**src/hdl/bmu_bus_pkg.sv**
```systemverilog
package bmu_bus_pkg;

  localparam int addr_w = 32;
  localparam int data_w = 32;
  localparam int prot_w = 4;
  localparam int size_w = 2;

  // the iahbl page is the top of the address and sets the pad base/mask width
  localparam int page_w = 12;
  localparam int seg_w  = 4;

  // code 3 is not a legal transfer size
  localparam logic [size_w-1:0] size_byte = 2'd0;
  localparam logic [size_w-1:0] size_half = 2'd1;
  localparam logic [size_w-1:0] size_word = 2'd2;

  localparam int prot_priv_bit = 1;

  // one address word seen either as page/offset or as segment/rest
  typedef union packed {
    struct packed {
      logic [page_w-1:0]        page;
      logic [addr_w-page_w-1:0] offset;
    } pg;
    struct packed {
      logic [seg_w-1:0]        seg;
      logic [addr_w-seg_w-1:0] rest;
    } sg;
  } bmu_addr_u;

endpackage

```
**src/hdl/bmu_map_pkg.sv**
```systemverilog
package bmu_map_pkg;

  // tgt_deny never comes out of the decoder and marks a locally denied transfer
  typedef enum logic [1:0] {
    tgt_biu   = 2'd0,
    tgt_iahbl = 2'd1,
    tgt_tcip  = 2'd2,
    tgt_deny  = 2'd3
  } bmu_target_e;

  // private peripheral segment, served by the tightly coupled ip interface
  localparam logic [bmu_bus_pkg::seg_w-1:0] tcip_seg = 4'he;

endpackage

```
**src/hdl/bmu_access_check.sv**
```systemverilog
module bmu_access_check (
  input  bmu_bus_pkg::bmu_addr_u          addr,
  input  logic [bmu_bus_pkg::size_w-1:0]  size,
  input  logic [bmu_bus_pkg::prot_w-1:0]  prot,
  input  logic                            addr_check_fail,
  output logic                            deny
);

  import bmu_bus_pkg::*;
  import bmu_map_pkg::*;

  logic misalign;
  logic bad_size;
  logic user_ppa;

  always_comb begin
    misalign = 1'b0;
    bad_size = 1'b0;
    case (size)
      size_byte: misalign = 1'b0;
      size_half: misalign = addr[0];
      size_word: misalign = (addr[1:0] != 2'b00);
      default:   bad_size = 1'b1;
    endcase
  end

  // user mode may not touch the private peripheral segment
  assign user_ppa = !prot[prot_priv_bit] && (addr.sg.seg == tcip_seg);

  assign deny = bad_size || misalign || user_ppa || addr_check_fail;

endmodule

```
**src/hdl/bmu_dbus_route.sv**
```systemverilog
module bmu_dbus_route (
  input  logic                            forever_cpuclk,
  input  logic                            rst,
  input  logic                            lsu_bmu_req,
  input  logic [bmu_bus_pkg::addr_w-1:0]  lsu_bmu_addr,
  input  logic                            lsu_bmu_write,
  input  logic [bmu_bus_pkg::size_w-1:0]  lsu_bmu_size,
  input  logic [bmu_bus_pkg::prot_w-1:0]  lsu_bmu_prot,
  input  logic [bmu_bus_pkg::data_w-1:0]  lsu_bmu_wdata,
  input  bmu_map_pkg::bmu_target_e        target,
  input  logic                            deny,
  output logic                            bmu_lsu_grnt,
  output logic [bmu_bus_pkg::data_w-1:0]  bmu_lsu_data,
  output logic                            bmu_lsu_data_vld,
  output logic                            bmu_lsu_acc_err,
  output logic                            bmu_lsu_trans_cmplt,
  output logic                            bmu_biu_dbus_req,
  output logic [bmu_bus_pkg::addr_w-1:0]  bmu_biu_dbus_addr,
  output logic                            bmu_biu_dbus_write,
  output logic [bmu_bus_pkg::size_w-1:0]  bmu_biu_dbus_size,
  output logic [bmu_bus_pkg::prot_w-1:0]  bmu_biu_dbus_prot,
  output logic [bmu_bus_pkg::data_w-1:0]  bmu_biu_dbus_wdata,
  input  logic                            biu_bmu_dbus_grnt,
  input  logic [bmu_bus_pkg::data_w-1:0]  biu_bmu_dbus_data,
  input  logic                            biu_bmu_dbus_data_vld,
  input  logic                            biu_bmu_dbus_acc_err,
  input  logic                            biu_bmu_dbus_trans_cmplt,
  output logic                            bmu_iahbl_dbus_req,
  output logic [bmu_bus_pkg::addr_w-1:0]  bmu_iahbl_dbus_addr,
  output logic                            bmu_iahbl_dbus_write,
  output logic [bmu_bus_pkg::size_w-1:0]  bmu_iahbl_dbus_size,
  output logic [bmu_bus_pkg::prot_w-1:0]  bmu_iahbl_dbus_prot,
  output logic [bmu_bus_pkg::data_w-1:0]  bmu_iahbl_dbus_wdata,
  input  logic                            iahbl_bmu_dbus_grnt,
  input  logic [bmu_bus_pkg::data_w-1:0]  iahbl_bmu_dbus_data,
  input  logic                            iahbl_bmu_dbus_data_vld,
  input  logic                            iahbl_bmu_dbus_acc_err,
  input  logic                            iahbl_bmu_dbus_trans_cmplt,
  output logic                            bmu_tcipif_dbus_req,
  output logic [bmu_bus_pkg::addr_w-1:0]  bmu_tcipif_dbus_addr,
  output logic                            bmu_tcipif_dbus_write,
  output logic [bmu_bus_pkg::size_w-1:0]  bmu_tcipif_dbus_size,
  output logic                            bmu_tcipif_dbus_supv_mode,
  output logic [bmu_bus_pkg::data_w-1:0]  bmu_tcipif_dbus_wdata,
  input  logic                            tcipif_bmu_dbus_grnt,
  input  logic [bmu_bus_pkg::data_w-1:0]  tcipif_bmu_dbus_data,
  input  logic                            tcipif_bmu_dbus_data_vld,
  input  logic                            tcipif_bmu_dbus_acc_err,
  input  logic                            tcipif_bmu_dbus_trans_cmplt
);

  import bmu_bus_pkg::*;
  import bmu_map_pkg::*;

  logic        out_vld;
  bmu_target_e out_tgt;
  logic        issue;
  logic        tgt_grnt;

  // nothing goes out while a transfer is still in flight
  assign issue = lsu_bmu_req && !out_vld;

  always_comb begin
    case (target)
      tgt_biu:   tgt_grnt = biu_bmu_dbus_grnt;
      tgt_iahbl: tgt_grnt = iahbl_bmu_dbus_grnt;
      tgt_tcip:  tgt_grnt = tcipif_bmu_dbus_grnt;
      default:   tgt_grnt = 1'b0;
    endcase
  end

  // a denied request is granted at once and answered locally
  assign bmu_lsu_grnt = issue && (deny || tgt_grnt);

  assign bmu_biu_dbus_req    = issue && !deny && (target == tgt_biu);
  assign bmu_iahbl_dbus_req  = issue && !deny && (target == tgt_iahbl);
  assign bmu_tcipif_dbus_req = issue && !deny && (target == tgt_tcip);

  assign bmu_biu_dbus_addr  = lsu_bmu_addr;
  assign bmu_biu_dbus_write = lsu_bmu_write;
  assign bmu_biu_dbus_size  = lsu_bmu_size;
  assign bmu_biu_dbus_prot  = lsu_bmu_prot;
  assign bmu_biu_dbus_wdata = lsu_bmu_wdata;

  assign bmu_iahbl_dbus_addr  = lsu_bmu_addr;
  assign bmu_iahbl_dbus_write = lsu_bmu_write;
  assign bmu_iahbl_dbus_size  = lsu_bmu_size;
  assign bmu_iahbl_dbus_prot  = lsu_bmu_prot;
  assign bmu_iahbl_dbus_wdata = lsu_bmu_wdata;

  // tcipif only needs to know whether the access is privileged
  assign bmu_tcipif_dbus_addr      = lsu_bmu_addr;
  assign bmu_tcipif_dbus_write     = lsu_bmu_write;
  assign bmu_tcipif_dbus_size      = lsu_bmu_size;
  assign bmu_tcipif_dbus_supv_mode = lsu_bmu_prot[prot_priv_bit];
  assign bmu_tcipif_dbus_wdata     = lsu_bmu_wdata;

  always_ff @(posedge forever_cpuclk) begin
    if (rst) begin
      out_vld <= 1'b0;
      out_tgt <= tgt_biu;
    end else if (bmu_lsu_grnt) begin
      out_vld <= 1'b1;
      out_tgt <= deny ? tgt_deny : target;
    end else if (bmu_lsu_trans_cmplt) begin
      out_vld <= 1'b0;
    end
  end

  // the recorded target owns the response path until it completes
  always_comb begin
    bmu_lsu_data        = '0;
    bmu_lsu_data_vld    = 1'b0;
    bmu_lsu_acc_err     = 1'b0;
    bmu_lsu_trans_cmplt = 1'b0;
    if (out_vld) begin
      case (out_tgt)
        tgt_biu: begin
          bmu_lsu_data        = biu_bmu_dbus_data;
          bmu_lsu_data_vld    = biu_bmu_dbus_data_vld;
          bmu_lsu_acc_err     = biu_bmu_dbus_acc_err;
          bmu_lsu_trans_cmplt = biu_bmu_dbus_trans_cmplt;
        end
        tgt_iahbl: begin
          bmu_lsu_data        = iahbl_bmu_dbus_data;
          bmu_lsu_data_vld    = iahbl_bmu_dbus_data_vld;
          bmu_lsu_acc_err     = iahbl_bmu_dbus_acc_err;
          bmu_lsu_trans_cmplt = iahbl_bmu_dbus_trans_cmplt;
        end
        tgt_tcip: begin
          bmu_lsu_data        = tcipif_bmu_dbus_data;
          bmu_lsu_data_vld    = tcipif_bmu_dbus_data_vld;
          bmu_lsu_acc_err     = tcipif_bmu_dbus_acc_err;
          bmu_lsu_trans_cmplt = tcipif_bmu_dbus_trans_cmplt;
        end
        default: begin
          bmu_lsu_acc_err     = 1'b1;
          bmu_lsu_trans_cmplt = 1'b1;
        end
      endcase
    end
  end

endmodule

```
**src/hdl/bmu_region_decode.sv**
```systemverilog
module bmu_region_decode (
  input  bmu_bus_pkg::bmu_addr_u          addr,
  input  logic [bmu_bus_pkg::page_w-1:0]  iahbl_base,
  input  logic [bmu_bus_pkg::page_w-1:0]  iahbl_mask,
  output bmu_map_pkg::bmu_target_e        target
);

  import bmu_map_pkg::*;

  logic tcip_hit;
  logic iahbl_hit;

  assign tcip_hit = (addr.sg.seg == tcip_seg);

  // only the page bits set in the mask take part in the compare
  assign iahbl_hit = ((addr.pg.page & iahbl_mask) == (iahbl_base & iahbl_mask));

  // the private segment wins even when the iahbl window overlaps it
  always_comb begin
    if (tcip_hit) begin
      target = tgt_tcip;
    end else if (iahbl_hit) begin
      target = tgt_iahbl;
    end else begin
      target = tgt_biu;
    end
  end

endmodule

```
**src/hdl/bmu_top.sv**
```systemverilog
module bmu_top (
  input  logic                            forever_cpuclk,
  input  logic                            rst,
  input  logic [bmu_bus_pkg::page_w-1:0]  pad_bmu_iahbl_base,
  input  logic [bmu_bus_pkg::page_w-1:0]  pad_bmu_iahbl_mask,
  input  logic                            lsu_bmu_req,
  input  logic [bmu_bus_pkg::addr_w-1:0]  lsu_bmu_addr,
  input  logic                            lsu_bmu_write,
  input  logic [bmu_bus_pkg::size_w-1:0]  lsu_bmu_size,
  input  logic [bmu_bus_pkg::prot_w-1:0]  lsu_bmu_prot,
  input  logic [bmu_bus_pkg::data_w-1:0]  lsu_bmu_wdata,
  input  logic                            lsu_bmu_addr_check_fail,
  output logic                            bmu_lsu_grnt,
  output logic [bmu_bus_pkg::data_w-1:0]  bmu_lsu_data,
  output logic                            bmu_lsu_data_vld,
  output logic                            bmu_lsu_acc_err,
  output logic                            bmu_lsu_trans_cmplt,
  output logic                            bmu_biu_dbus_req,
  output logic [bmu_bus_pkg::addr_w-1:0]  bmu_biu_dbus_addr,
  output logic                            bmu_biu_dbus_write,
  output logic [bmu_bus_pkg::size_w-1:0]  bmu_biu_dbus_size,
  output logic [bmu_bus_pkg::prot_w-1:0]  bmu_biu_dbus_prot,
  output logic [bmu_bus_pkg::data_w-1:0]  bmu_biu_dbus_wdata,
  input  logic                            biu_bmu_dbus_grnt,
  input  logic [bmu_bus_pkg::data_w-1:0]  biu_bmu_dbus_data,
  input  logic                            biu_bmu_dbus_data_vld,
  input  logic                            biu_bmu_dbus_acc_err,
  input  logic                            biu_bmu_dbus_trans_cmplt,
  output logic                            bmu_iahbl_dbus_req,
  output logic [bmu_bus_pkg::addr_w-1:0]  bmu_iahbl_dbus_addr,
  output logic                            bmu_iahbl_dbus_write,
  output logic [bmu_bus_pkg::size_w-1:0]  bmu_iahbl_dbus_size,
  output logic [bmu_bus_pkg::prot_w-1:0]  bmu_iahbl_dbus_prot,
  output logic [bmu_bus_pkg::data_w-1:0]  bmu_iahbl_dbus_wdata,
  input  logic                            iahbl_bmu_dbus_grnt,
  input  logic [bmu_bus_pkg::data_w-1:0]  iahbl_bmu_dbus_data,
  input  logic                            iahbl_bmu_dbus_data_vld,
  input  logic                            iahbl_bmu_dbus_acc_err,
  input  logic                            iahbl_bmu_dbus_trans_cmplt,
  output logic                            bmu_tcipif_dbus_req,
  output logic [bmu_bus_pkg::addr_w-1:0]  bmu_tcipif_dbus_addr,
  output logic                            bmu_tcipif_dbus_write,
  output logic [bmu_bus_pkg::size_w-1:0]  bmu_tcipif_dbus_size,
  output logic                            bmu_tcipif_dbus_supv_mode,
  output logic [bmu_bus_pkg::data_w-1:0]  bmu_tcipif_dbus_wdata,
  input  logic                            tcipif_bmu_dbus_grnt,
  input  logic [bmu_bus_pkg::data_w-1:0]  tcipif_bmu_dbus_data,
  input  logic                            tcipif_bmu_dbus_data_vld,
  input  logic                            tcipif_bmu_dbus_acc_err,
  input  logic                            tcipif_bmu_dbus_trans_cmplt
);

  import bmu_map_pkg::*;

  bmu_target_e target;
  logic        deny;

  // the map decode and the access check look at the same request in parallel
  bmu_region_decode bmu_region_decode_inst (
    .addr       (lsu_bmu_addr),
    .iahbl_base (pad_bmu_iahbl_base),
    .iahbl_mask (pad_bmu_iahbl_mask),
    .target     (target)
  );

  bmu_access_check bmu_access_check_inst (
    .addr            (lsu_bmu_addr),
    .size            (lsu_bmu_size),
    .prot            (lsu_bmu_prot),
    .addr_check_fail (lsu_bmu_addr_check_fail),
    .deny            (deny)
  );

  // every router port has the same name as its top level port or wire
  bmu_dbus_route bmu_dbus_route_inst (.*);

endmodule

```
**config.mk**
```make
export PLATFORM = sky130hd
export DESIGN_NAME = bmu_top
export DESIGN_NICKNAME = d
export VERILOG_FILES = /design/src/hdl/bmu_bus_pkg.sv /design/src/hdl/bmu_map_pkg.sv /design/src/hdl/bmu_access_check.sv /design/src/hdl/bmu_dbus_route.sv /design/src/hdl/bmu_region_decode.sv /design/src/hdl/bmu_top.sv
export SDC_FILE = /design/constraint.sdc
export NUM_CORES = 1
export LEC_CHECK = 0
export BUFFER_PORTS_ARGS = -buffer_cell sky130_fd_sc_hd__clkbuf_2
export CORE_AREA = 2 2 175 177
export CTS_CLUSTER_DIAMETER = 200
export DETAILED_ROUTE_END_ITERATION = 8
export DIE_AREA = 0 0 177 179
export PLACE_DENSITY_LB_ADDON = 0.15
export SETUP_SLACK_MARGIN = 0.05
export SLEW_MARGIN = 20
export SYNTH_ARGS = -nofsm -noshare
export SYNTH_HDL_FRONTEND = slang
export SYNTH_SLANG_ARGS = --single-unit
```
**constraint.sdc**
```tcl
create_clock -name forever_cpuclk -period 4.7 [get_ports forever_cpuclk]
set_input_delay 0.47 -clock forever_cpuclk [delete_from_list [all_inputs] [get_ports forever_cpuclk]]
set_output_delay 0.47 -clock forever_cpuclk [all_outputs]
set_load 0.005 [all_outputs]
```
Word level (Yosys, flattened, before mapping)
Cells that the tools add are included.

word-level totals
  input port bits = 207
  output and inout bits = 249
  register bits = 3

operators by class
  muxes and demuxes = 16
  eq/ne operators = 8
  reduce and logical (&&, ||, !) cells = 20
  bitwise logic cells = 2

operators by type and width
  cell                  count
  $pmux W32 S3          1
  $mux W32              1
  $and A12 B12 Y12      2
  $eq A12 B12 Y1        1
  $pmux W1 S3           4
  $logic_and A1 B1 Y1   7
  $mux W1               7
  $eq A2 B1 Y1 const B  3
  $eq A2 B2 Y1 const B  3
  $logic_not A2 Y1      3
  $eq A4 B4 Y1 const B  1
  $logic_or A1 B1 Y1    4
  $mux W2               2
  $reduce_bool A2 Y1    2
  $logic_not A1 Y1      3
  $reduce_or A3 Y1      1
  $pmux W1 S2           1

Logic depth before layout (Yosys ltp)
Gate-level depths: netlist of the first run.

  word-level depth = 9
  depth in mapped cells = 8

Cells and area by module
Synthesis of the first run repeated with hierarchy kept, for this count alone.

unflattened totals
  cells, all modules = 419
  area total of the unflattened synthesis = 2902.8 sq um

modules (own cells, without submodules)
  module             sequential area each (sq um)  area an instance (sq um)  instances  cells an instance
  bmu_dbus_route     60.1                          2642.5                    1          385
  bmu_region_decode  0.0                           181.4                     1          23
  bmu_access_check   0.0                           78.8                      1          11

Worst setup path before layout of the first run
No wires, ideal clock.

  path kind = input -> output
  from = input port lsu_bmu_addr[27] in the netlist's numbering
  to = output port bmu_lsu_grnt
  arrival time = 1.657 ns
  path slack = 2.573 ns
  stages = 6
  cells stage by stage = xor2_1 > a22oi_1 > nand4_2 > o31a_1 > a211o_1 > inv_1

on the way
  cells in the longest elaborated chain, start to end = 8

ends and longest elaborated chain
  element                                     line                     RTL
  start: declaration                          bmu_top.sv:7             input logic [bmu_bus_pkg::addr_w-1:0] lsu_bmu_addr,
  $and A12 B12 Y12 *                          bmu_region_decode.sv:16  assign iahbl_hit = ((addr.pg.page & iahbl_mask) == (iahbl_base & iahbl_mask));
  $eq A12 B12 Y1 *                            bmu_region_decode.sv:16
  $mux W1 *                                   bmu_region_decode.sv:22  end else if (iahbl_hit) begin
  $mux W2 *                                   bmu_region_decode.sv:20  if (tcip_hit) begin
  $eq A2 B2 Y1, or another cell as far along  bmu_dbus_route.sv:64     case (target)
  $pmux W1 S3 *                               bmu_dbus_route.sv:64
  $logic_or A1 B1 Y1 *                        bmu_dbus_route.sv:73     assign bmu_lsu_grnt = issue && (deny || tgt_grnt);
  $logic_and A1 B1 Y1 *                       bmu_dbus_route.sv:73
  end: declaration                            bmu_top.sv:13            output logic bmu_lsu_grnt,

Every way passes the cells marked *; elsewhere a longest branch is shown, timed or not.

Worst setup path after layout of the first run
  from = register bmu_dbus_route_inst.out_tgt[0]
  to = output port bmu_lsu_data_vld

on the way
  cells in the longest elaborated chain, start to end = 3

ends and longest elaborated chain
  element                                     line                   RTL
  start: declaration                          bmu_dbus_route.sv:56   bmu_target_e out_tgt;
  start signal: assignment                    bmu_dbus_route.sv:101  out_tgt <= tgt_biu;
  start signal: assignment                    bmu_dbus_route.sv:104  out_tgt <= deny ? tgt_deny : target;
  $eq A2 B2 Y1, or another cell as far along  bmu_dbus_route.sv:117  case (out_tgt)
  $pmux W1 S3 *                               bmu_dbus_route.sv:117
  $mux W1 *                                   bmu_dbus_route.sv:116  if (out_vld) begin
  end: declaration                            bmu_top.sv:15          output logic bmu_lsu_data_vld,

Marked as above.

==> key figures, run 1 <==
Outcome
  • Status: finished clean

Worst setup path
  • Critical path cell sequence: buf_4, mux2i_1, nor2_1, a21oi_1, nor2_1, clkbuf_2
  • CP most frequent cell: nor2_1
  • CP endpoint kind: output pin
  • Worst Path Buf+Inv: 2
  • Crit-path slowest cell: dfxtp_2
  • CP Max Fanout: 24
  • Kind of critical path: flip-flop to output pin
  • Crit path largest cell delay: 0.84 ns
  • Arrival @ worst endpoint: 2.17 ns
  • Crit-path leading delay family: flip-flops
  • CP required: 4.23 ns
  • CP Launch Type: flip-flop

Cells and area
  • FF/Latch Area: 62.6 um^2
  • Ant. Diodes: 0
  • Util after Layout: 10.3%
  • Final layout net count: 657
  • Footprint of the multi-input gates: 0.00117 mm^2
  • Area Growth Syn to Fin: 7.39%
  • Most common cell after layout, fill and taps aside: clkbuf_2
  • Ratio of cells with drive above 1 in the final layout: 58.1%
  • Commonest non-fill, non-tap cells in the layout: clkbuf_2 (242), nor2_1 (68), a21oi_1 (36)
  • Fill count: 3,574

STA
  • Relative slew slack: 44.7%
  • WHS: 0.446 ns
  • TNS Setup: 0 ns
  • Max Freq: 379 MHz
  • Worst Clk Skew: 0.000389 ns
  • Final hold viol count: 0
  • Tmin final: 2.64 ns
  • Fin crit share: 56.2%
  • Setup-failing EPs final: 0
  • RSZ-0062 raised after global routing: false
  • Slew Viols, Final: 0
  • Actual slew at the worst max-slew pin: 0.829 ns

Routing
  • Initial DRC count: 34
  • Final WL: 11.1 mm
  • Via count: 2,529
  • Remaining DRCs: 0
  • Drt via density: 3.00
  • Routed Antenna Nets: 0
  • WL per Instance: 13.1 um
  • Drt first pass iters: 4

Yosys
  • Synthesized area per cell: 6.85 um^2
  • Yosys top cell by area: buf_4
  • Post-synth top area share: 54.8%
  • Netlist cell types: 30
  • Netlist Area Pre-Place: 0.00288 mm^2
  • Synthesized flop and latch total: 3
  • Yosys Warn Count: 0
  • Register area share after synthesis: 2.09%
  • Top cells by area, synth: buf_4 (55%), mux2i_1 (12%), nor2_1 (9.0%), a21oi_1 (6.3%), xor2_1 (3.7%)
  • Mapped Cells: 420
  • Post-synth EDFFs: 0
  • Async set-reset flop share out of synthesis: 0%
  • Post-Syn Nets: 630
  • Most used DFF post-synth: dfxtp_1

Place
  • GP Congestion: 0.663
  • Port bufs: 242
  • Hpwl dp: 9.49 mm

Clocking
  • Clock slew at reported path FFs: 0.03 ns
  • Root buffer cell: clkbuf_16
  • Later-pin clock latency in the skew report: 0.22 ns
  • TritonCTS clock tree: yes
  • CTS Hold Bufs: 0
  • Num CTS Buffers: 3
  • Post_cts resized: 0
  • CTS Buffer Depth: 2
  • Max H-tree Level: 1
  • TritonCTS Sinks: 3
  • Setup bufs post-CTS: 0

Power and ir drop
  • Power density over the cells: 151 mW/mm^2
  • Pleak: 1.60 nW
  • Combinational Power Share: 62.5%
  • Switching part of the total: 39.3%
  • Clock power share: 28.8%
  • Pwr Total: 0.466 mW
  • Sequential fraction of design power: 8.7%
  • Switching Power: 0.183 mW
  • Cell-internal power: 0.283 mW
  • Worst VDD drop: 82.0 uV

Global route
  • Vias in the first global route: 2,467
  • First-pass GRT wire length: 14.8 mm
  • Total GRT Usage: 6.29%
  • Gr ovfl total: 0
  • Initial antenna violation count: 0
  • Largest net degree at the start of global routing: 36

Die
  • Die width: 177 um
  • Die footprint: 0.0317 mm^2
  • I/O pin count: 456
  • Core ar.: 0.0300 mm^2
  • Rows: 64
  • Die Y: 179 um
  • Starting Density: 9.59%

Hold path
  • HP Class: primary input to flip-flop

Flow run
  • Max-capacitance violation count: 0
## final timing paths
kind / from / to / slack, ns / depth (start not counted)
worst min register to register: bmu_dbus_route_inst.out_vld / bmu_dbus_route_inst.out_vld / 0.49 / 2
worst max register to register: bmu_dbus_route_inst.out_tgt[0] / bmu_dbus_route_inst.out_vld / 2.85 / 4
worst max-delay path: bmu_dbus_route_inst.out_tgt[0] / bmu_lsu_data_vld / 2.06 / 6
worst min-delay path: rst / bmu_dbus_route_inst.out_tgt[1] / 0.45 / 2
## power by group through the flow
| stage | Combinational, mW | Sequential (mW) | Clock [mW] |
|---|---|---|---|
| 3_3_place_gp | 0.303 | 0.0422 | 0 |
| 6_report | 0.291 | 0.0408 | 0.134 |
| 5_1_grt | 0.330 | 0.0422 | 0.139 |
| 4_1_cts | 0.305 | 0.0423 | 0.136 |
| 2_1_floorplan | 0.285 | 0.0293 | 0 |
| 3_5_place_dp | 0.304 | 0.0426 | 0 |
## logic make-up (layout without fill, tap and decap cells)
| logic type | after synthesis | count (layout) | share of synthesized area (%) |
|---|---|---|---|
| adder cells (fa/ha/maj) | 3 | 3 | 1.30 |
| buffers and inverters | 231 | 257 | 57.6 |
| XOR/XNOR | 12 | 12 | 3.65 |
| multiplexers | 35 | 35 | 12.2 |
| flip-flops | 3 | 3 | 2.09 |
| AND/OR/NAND/NOR | 84 | 84 | 12.0 |
| AO/OA/AOI/OAI | 52 | 52 | 11.1 |
## layer usage
metal	global-route usage (%)	wire length, um
met2	11.3	5390
met3	2.31	1360
met4	3.79	619
met5	0	0
met1	6.12	3700
## cell usage after synthesis (2+ instances only)
library cell	count
buf_4	210
nor2_1	69
a21oi_1	36
mux2i_1	34
xor2_1	12
clkbuf_1	10
inv_1	6
nand2_1	6
a22oi_1	4
buf_2	3
dfxtp_1	3
ha_1	3
nor4_1	3
o21ai_0	3
a221oi_2	2
a22oi_2	2
## stage by stage
stage	instance area (um^2)	worst slack, ns	cells
3_5_place_dp	3010	2.05	838
5_1_grt	3090	1.87	842
4_1_cts	3090	1.93	842
2_1_floorplan	2880	2.57	420
3_3_place_gp	2990	2.07	837
6_report	3090	2.06	842
## state kept, by name, summed over array words and instances (netlist names)
signal                       cells
bmu_dbus_route_inst.out_vld      1
bmu_dbus_route_inst.out_tgt      2
## worst reg2reg max path, cell delays in order (launching register included)
cell	delay [ns]
dfxtp_2	0.84
mux2_2	0.44
o22ai_1	0.27
nand2_1	0.10
a21oi_1	0.14
## area by class of cell
cell class | instances | share of cell area, %
Tap cell | 396 | 16.0
Sequential cell | 3 | 2.02
Multi-Input combinational cell | 186 | 37.8
Timing Repair Buffer | 246 | 40.8
Inverter | 7 | 0.850
Clock buffer | 4 | 2.55
(Power assumes the default switching activity.)
==> inputs of run 2 (changes only) <==
--- a/config.mk
+++ b/config.mk
@@ -6,10 +6,10 @@
 export NUM_CORES = 1
 export LEC_CHECK = 0
 export BUFFER_PORTS_ARGS = -buffer_cell sky130_fd_sc_hd__clkbuf_2
-export CORE_AREA = 2 2 175 177
+export CORE_AREA = 2 2 179 181
 export CTS_CLUSTER_DIAMETER = 200
 export DETAILED_ROUTE_END_ITERATION = 8
-export DIE_AREA = 0 0 177 179
+export DIE_AREA = 0 0 181 183
 export PLACE_DENSITY_LB_ADDON = 0.15
 export SETUP_SLACK_MARGIN = 0.05
 export SLEW_MARGIN = 20
==> constraint.sdc (replaced) <==
create_clock -name forever_cpuclk -period 2.27 [get_ports forever_cpuclk]
set_input_delay 0.227 -clock forever_cpuclk [delete_from_list [all_inputs] [get_ports forever_cpuclk]]
set_output_delay 0.227 -clock forever_cpuclk [all_outputs]
set_load 0.005 [all_outputs]
==> run 2 against run 1 <==
Sequential share of layout area barely moved. Via count decreased by 0.51%. Cell count increased by 1.5%. Utilization fell by 0.28 points. Global-route usage is 0.33 points lower. First-iteration DRC count increased by 12%. Die area grew 4.5%. Combinational power grew 120%. Worst setup slack got worse by 1.8 ns. Register-to-register slack worse by 2.1 ns. Total power increased by 110%. Sequential cell count unchanged.
==> key figures, run 2 (synthesis gave the netlist of run 1 again) <==
STA
  • TNS Setup: 0 ns
  • Worst Clk Skew: 0.000286 ns
  • Actual slew at the worst max-slew pin: 0.511 ns
  • Relative slew slack: 65.9%
  • Tmin final: 2.02 ns
  • RSZ-0062 raised after global routing: false
  • Setup-failing EPs final: 0
  • Max Freq: 495 MHz
  • Fin crit share: 89.0%
  • Final hold viol count: 0
  • Slew Viols, Final: 0

Cells and area
  • Most common cell after layout, fill and taps aside: clkbuf_2
  • Max reg flops: 2
  • Commonest non-fill, non-tap cells in the layout: clkbuf_2 (242), nor2_1 (68), a21oi_1 (36)
  • Final Instance Area: 0.00313 mm^2
  • Final layout net count: 663
  • Area Growth Syn to Fin: 8.61%
  • Ratio of cells with drive above 1 in the final layout: 58.6%
  • Largest registers: bmu_dbus_route_inst.out_tgt: 2 flops, bmu_dbus_route_inst.out_vld: 1 flops
  • Fill count: 3,756
  • Largest register by flop count: bmu_dbus_route_inst.out_tgt

Worst setup path
  • R2R depth: 5
  • Kind of critical path: primary input to output pin
  • CP Launch Type: primary input
  • Arrival @ worst endpoint: 1.79 ns
  • CP startpoint: lsu_bmu_size[0]
  • CP required: 2.04 ns
  • RR Startpoint: bmu_dbus_route_inst.out_tgt[0]
  • CP Capture Point: bmu_lsu_grnt
  • Critical R2R Capture: bmu_dbus_route_inst.out_vld
  • Flop2flop setup slack: 0.79 ns
  • CP Max Fanout: 6
  • CP endpoint kind: output pin

Clocking
  • Max H-tree Level: 1
  • TritonCTS Sinks: 3
  • TritonCTS clock tree: yes
  • Clock slew at reported path FFs: 0.03 ns
  • CTS Buffer Depth: 2
  • Root buffer cell: clkbuf_16
  • Setup bufs post-CTS: 0
  • Num CTS Buffers: 3
  • CTS Hold Bufs: 0
  • Later-pin clock latency in the skew report: 0.22 ns
  • Post_cts resized: 0

Place
  • Port bufs: 242
  • Hpwl dp: 9.22 mm
  • Placed cell areas: 0.00305 mm^2
  • GP Congestion: 0.642

Routing
  • Final WL: 10.6 mm
  • Via count: 2,516
  • Drt via density: 2.94
  • Routed Antenna Nets: 0
  • WL per Instance: 12.4 um
  • Initial DRC count: 38
  • Drt first pass iters: 4
  • Remaining DRCs: 0

Global route
  • Total GRT Usage: 5.96%
  • First-pass GRT wire length: 15.2 mm
  • Vias in the first global route: 2,607
  • Gr ovfl total: 0
  • Largest net degree at the start of global routing: 35
  • Initial antenna violation count: 0

Power and ir drop
  • Pwr Total: 0.967 mW
  • Pleak: 1.62 nW
  • Power density over the cells: 309 mW/mm^2
  • Worst VDD drop: 184 uV

Die
  • Die footprint: 0.0331 mm^2
  • Starting Density: 9.22%
  • Rows: 65
  • Die Y: 183 um
  • Core ar.: 0.0312 mm^2
  • I/O pin count: 456
  • Die width: 181 um

Hold path
  • HP Class: primary input to flip-flop

Flow run
  • Max-capacitance violation count: 0

Outcome
  • Status: finished clean
[run 2: worst min path at each step]
stage                                          end  from  cells past startpoint
global placement    bmu_dbus_route_inst.out_tgt[1]   rst                      2
CTS                 bmu_dbus_route_inst.out_tgt[1]   rst                      2
detailed placement  bmu_dbus_route_inst.out_tgt[1]   rst                      2
finish              bmu_dbus_route_inst.out_tgt[1]   rst                      2
floorplan           bmu_dbus_route_inst.out_tgt[1]   rst                      1
global route        bmu_dbus_route_inst.out_tgt[1]   rst                      2
[run 2: worst max-delay path, cell delays in order]
cell and delay [ns]:
clkbuf_2 0.14, inv_1 0.05, ha_1 0.28, a21oi_1 0.31, nor3_1 0.11, o31a_1 0.12, a211o_1 0.31, inv_1 0.11
clkbuf_2 0.13
[run 2: report_power, final]
part | internal, mW | switching [mW] | leakage, nW
Clock | 0.231 | 0.0437 | 0.0382
Sequential | 0.0593 | 0.00433 | 0.0255
Combinational | 0.298 | 0.330 | 1.56
[run 2: cell type report]
class	count	area, um^2	share of cell area, %
Inverter	7	26.3	0.840
Sequential cell	3	62.6	2.00
Clock buffer	4	78.8	2.52
Tap cell	402	503	16.1
Antenna cell	1	2.50	0.0800
Timing Repair Buffer	252	1290	41.1
Multi-Input combinational cell	186	1170	37.3
[run 2: routing by layer]
layer / wire length (um) / part of all wire (%) / GRT usage, % / vias up
li1: - / - / - / 1213
met1: 3540 / 33 / 5.85 / 1059
met2: 5420 / 51 / 11.4 / 196
met3: 1270 / 12 / 2.01 / 48
met4: 401 / 3.8 / 2.60 / 0
met5: 0 / 0 / 0 / -
[run 2: metrics by stage]
stage / hold slack, ns / utilization [%] / instances / setup slack (ns)
after floorplan: 0.293 / - / 420 / 0.596
after global placement: 0.427 / 9.75 / 850 / 0.119
after detailed placement: 0.432 / 9.75 / 850 / 0.128
after CTS: 0.202 / 10.0 / 854 / 0.129
after global routing: 0.219 / 10.0 / 854 / 0.0847
final: 0.203 / 10.0 / 855 / 0.249
==> inputs of run 3 (changes only) <==
--- a/config.mk
+++ b/config.mk
@@ -5,11 +5,12 @@
 export SDC_FILE = /design/constraint.sdc
 export NUM_CORES = 1
 export LEC_CHECK = 0
+export ABC_AREA = 1
 export BUFFER_PORTS_ARGS = -buffer_cell sky130_fd_sc_hd__clkbuf_2
-export CORE_AREA = 2 2 179 181
+export CORE_AREA = 2 2 175 177
 export CTS_CLUSTER_DIAMETER = 200
 export DETAILED_ROUTE_END_ITERATION = 8
-export DIE_AREA = 0 0 181 183
+export DIE_AREA = 0 0 177 179
 export PLACE_DENSITY_LB_ADDON = 0.15
 export SETUP_SLACK_MARGIN = 0.05
 export SLEW_MARGIN = 20
==> constraint.sdc (replaced) <==
create_clock -name forever_cpuclk -period 1.7 [get_ports forever_cpuclk]
set_input_delay 0.17 -clock forever_cpuclk [delete_from_list [all_inputs] [get_ports forever_cpuclk]]
set_output_delay 0.17 -clock forever_cpuclk [all_outputs]
set_load 0.005 [all_outputs]
==> run 3 against run 2 <==
Via count is 29% higher. Sequential cell count stayed put. Cell count is 19% higher.
==> key figures, run 3 <==
Routing
  • Drt via density: 3.18
  • Drt first pass iters: 4
  • Initial DRC count: 53
  • Routed Antenna Nets: 0
  • WL per Instance: 12.8 um
  • Final WL: 13.0 mm
  • Via count: 3,245
  • Remaining DRCs: 0

STA
  • Tmin final: 1.61 ns
  • Setup-failing EPs final: 0
  • RSZ-0062 raised after global routing: true
  • Max Freq: 621 MHz
  • Relative slew slack: 79.2%
  • Slew Viols, Final: 0
  • Fin crit share: 94.8%
  • Actual slew at the worst max-slew pin: 0.310 ns
  • Setup ws final: 0.0891 ns
  • Final hold viol count: 0
  • TNS Setup: 0 ns
  • WHS: 0.113 ns
  • Worst Clk Skew: 0.000189 ns

Cells and area
  • Max reg flops: 2
  • Area Growth Syn to Fin: 20.4%
  • Ant. Diodes: 0
  • Largest register by flop count: bmu_dbus_route_inst.out_tgt
  • Ratio of cells with drive above 1 in the final layout: 51.2%
  • Final layout net count: 834
  • Fill count: 3,600
  • Most common cell after layout, fill and taps aside: clkbuf_2
  • Final Instance Area: 0.00385 mm^2
  • Util after Layout: 12.8%
  • Fin cells: 1,019
  • Largest registers: bmu_dbus_route_inst.out_tgt: 2 flops, bmu_dbus_route_inst.out_vld: 1 flops
  • Commonest non-fill, non-tap cells in the layout: clkbuf_2 (236), nand2_1 (175), inv_1 (56)

Worst setup path
  • Crit path largest cell delay: 0.27 ns
  • CP Launch Type: primary input
  • Worst Path Buf+Inv: 4
  • CP Max Fanout: 3
  • CP most frequent cell: buf_6
  • CP endpoint kind: output pin
  • Arrival @ worst endpoint: 1.44 ns
  • Crit-path slowest cell: nor3_2
  • RR Startpoint: bmu_dbus_route_inst.out_tgt[0]
  • CP startpoint: lsu_bmu_size[0]
  • CP required: 1.53 ns
  • Critical path cell sequence: buf_6, buf_6, ha_4, o21bai_1, o211ai_1, nor3_2, inv_1, nor2_1, buf_2
  • Kind of critical path: primary input to output pin
  • Crit-path leading delay family: buffers and inverters

Power and ir drop
  • Switching part of the total: 41.0%
  • Pleak: 2.39 nW
  • Switching Power: 0.655 mW
  • Worst VDD drop: 204 uV
  • Cell-internal power: 0.944 mW
  • Pwr Total: 1.60 mW
  • Power density over the cells: 416 mW/mm^2
  • Sequential fraction of design power: 6.0%
  • Combinational Power Share: 70.9%
  • Clock power share: 23.1%

Yosys
  • Top cells by area, synth: buf_4 (50%), nand2_1 (21%), nand3_1 (8.6%), inv_1 (7.0%), dfxtp_1 (1.9%)
  • Netlist cell types: 25
  • Synthesized flop and latch total: 3
  • Post-Syn Nets: 783
  • Most used DFF post-synth: dfxtp_1
  • Mapped Cells: 573
  • Netlist Area Pre-Place: 0.00320 mm^2
  • Synthesized area per cell: 5.58 um^2
  • Post-synth top area share: 49.6%
  • Top post-synthesis cells by count: buf_4 (211), nand2_1 (181), inv_1 (60)
  • Register area share after synthesis: 1.88%
  • Yosys Warn Count: 0
  • Most frequent cell after synthesis: buf_4
  • Yosys top cell by area: buf_4
  • Post-synth EDFFs: 0
  • Async set-reset flop share out of synthesis: 0%

Place
  • Hpwl dp: 9.92 mm
  • Inst Count DP: 1,001
  • GP Congestion: 0.683
  • Port bufs: 242
  • Pre-CTS setup slack: -0.0270 ns
  • Placed cell areas: 0.00342 mm^2

Clocking
  • CTS Hold Bufs: 0
  • Clock slew at reported path FFs: 0.03 ns
  • Root buffer cell: clkbuf_16
  • Num CTS Buffers: 3
  • CTS Buffer Depth: 2
  • TritonCTS clock tree: yes
  • TritonCTS Sinks: 3
  • Later-pin clock latency in the skew report: 0.22 ns
  • Max H-tree Level: 1

Die
  • I/O pin count: 456
  • Die width: 177 um
  • Die footprint: 0.0317 mm^2
  • Core ar.: 0.0300 mm^2
  • Rows: 64
  • Starting Density: 10.6%
  • Die Y: 179 um

Outcome
  • Status: finished clean

Global route
  • First-pass GRT wire length: 16.3 mm
  • Total GRT Usage: 6.75%
  • Initial antenna violation count: 0
  • Gr ovfl total: 0
  • Largest net degree at the start of global routing: 36
  • Vias in the first global route: 2,982

Hold path
  • Worst min-delay path startpoint: rst
  • HP Class: primary input to flip-flop

Flow run
  • Max-capacitance violation count: 0
run 3: changes by cell type after synthesis, moves of 7 or more:
| cell | change |
|---|---|
| nand2_1 | +175 |
| nand3_1 | +55 |
| inv_2 | +7 |
| mux2i_1 | -34 |
| clkbuf_1 | -10 |
| xor2_1 | -12 |
| a21oi_1 | -32 |
| nor2_1 | -58 |
| inv_1 | +54 |
run 3: routing by layer:
| metal | wire length [um] | vias up | global-route usage, % |
|---|---|---|---|
| met2 | 6150 | 283 | 11.9 |
| met3 | 2020 | 12 | 4.52 |
| li1 | - | 1618 | - |
| met1 | 4780 | 1332 | 6.72 |
| met5 | 0 | - | 0 |
| met4 | 100 | 0 | 1.03 |
run 3: cell type report:
class                   instances  area, um^2  area share [%]
repair buffers                269        1620            42.0
flip-flops and latches          3        68.8            1.79
multi-input cells             280        1330            34.6
clock buffers                   4        78.8            2.05
inverters                      67         256            6.67
well taps                     396         495            12.9
run 3: path summary, 6_finish.rpt:
path                                         end  slack [ns]  cells past startpoint
setup / recovery             bmu_tcipif_dbus_req        0.09                      9
hold / removal       bmu_dbus_route_inst.out_vld        0.11                      2
setup reg to reg     bmu_dbus_route_inst.out_vld        0.61                      7
hold reg to reg   bmu_dbus_route_inst.out_tgt[0]        0.66                      3
run 3: timing repair:
item,4_1_cts,5_1_grt
setup endpoints to repair,38,18
pin swaps,0,11
setup buffers,0,8
gates resized for setup,5,37
cloned,0,6
run 3: power groups by stage:
| stage | Clock [mW] | Sequential [mW] | Combinational (mW) |
|---|---|---|---|
| after floorplan | 0 | 0.0864 | 0.814 |
| after global placement | 0 | 0.0971 | 0.972 |
| after detailed placement | 0 | 0.0973 | 0.963 |
| after CTS | 0.374 | 0.0981 | 0.970 |
| after global routing | 0.390 | 0.100 | 1.27 |
| final | 0.369 | 0.0965 | 1.13 |
run 3: kinds of logic (layout without fill, tap and decap cells):
group           after synthesis  in the layout  share of synthesized area, %
compound gates               10             10                          1.84
simple gates                267            267                          35.9
flops                         3              3                          1.88
buf+inv                     290            340                          59.2
fa+ha+maj                     3              3                          1.17
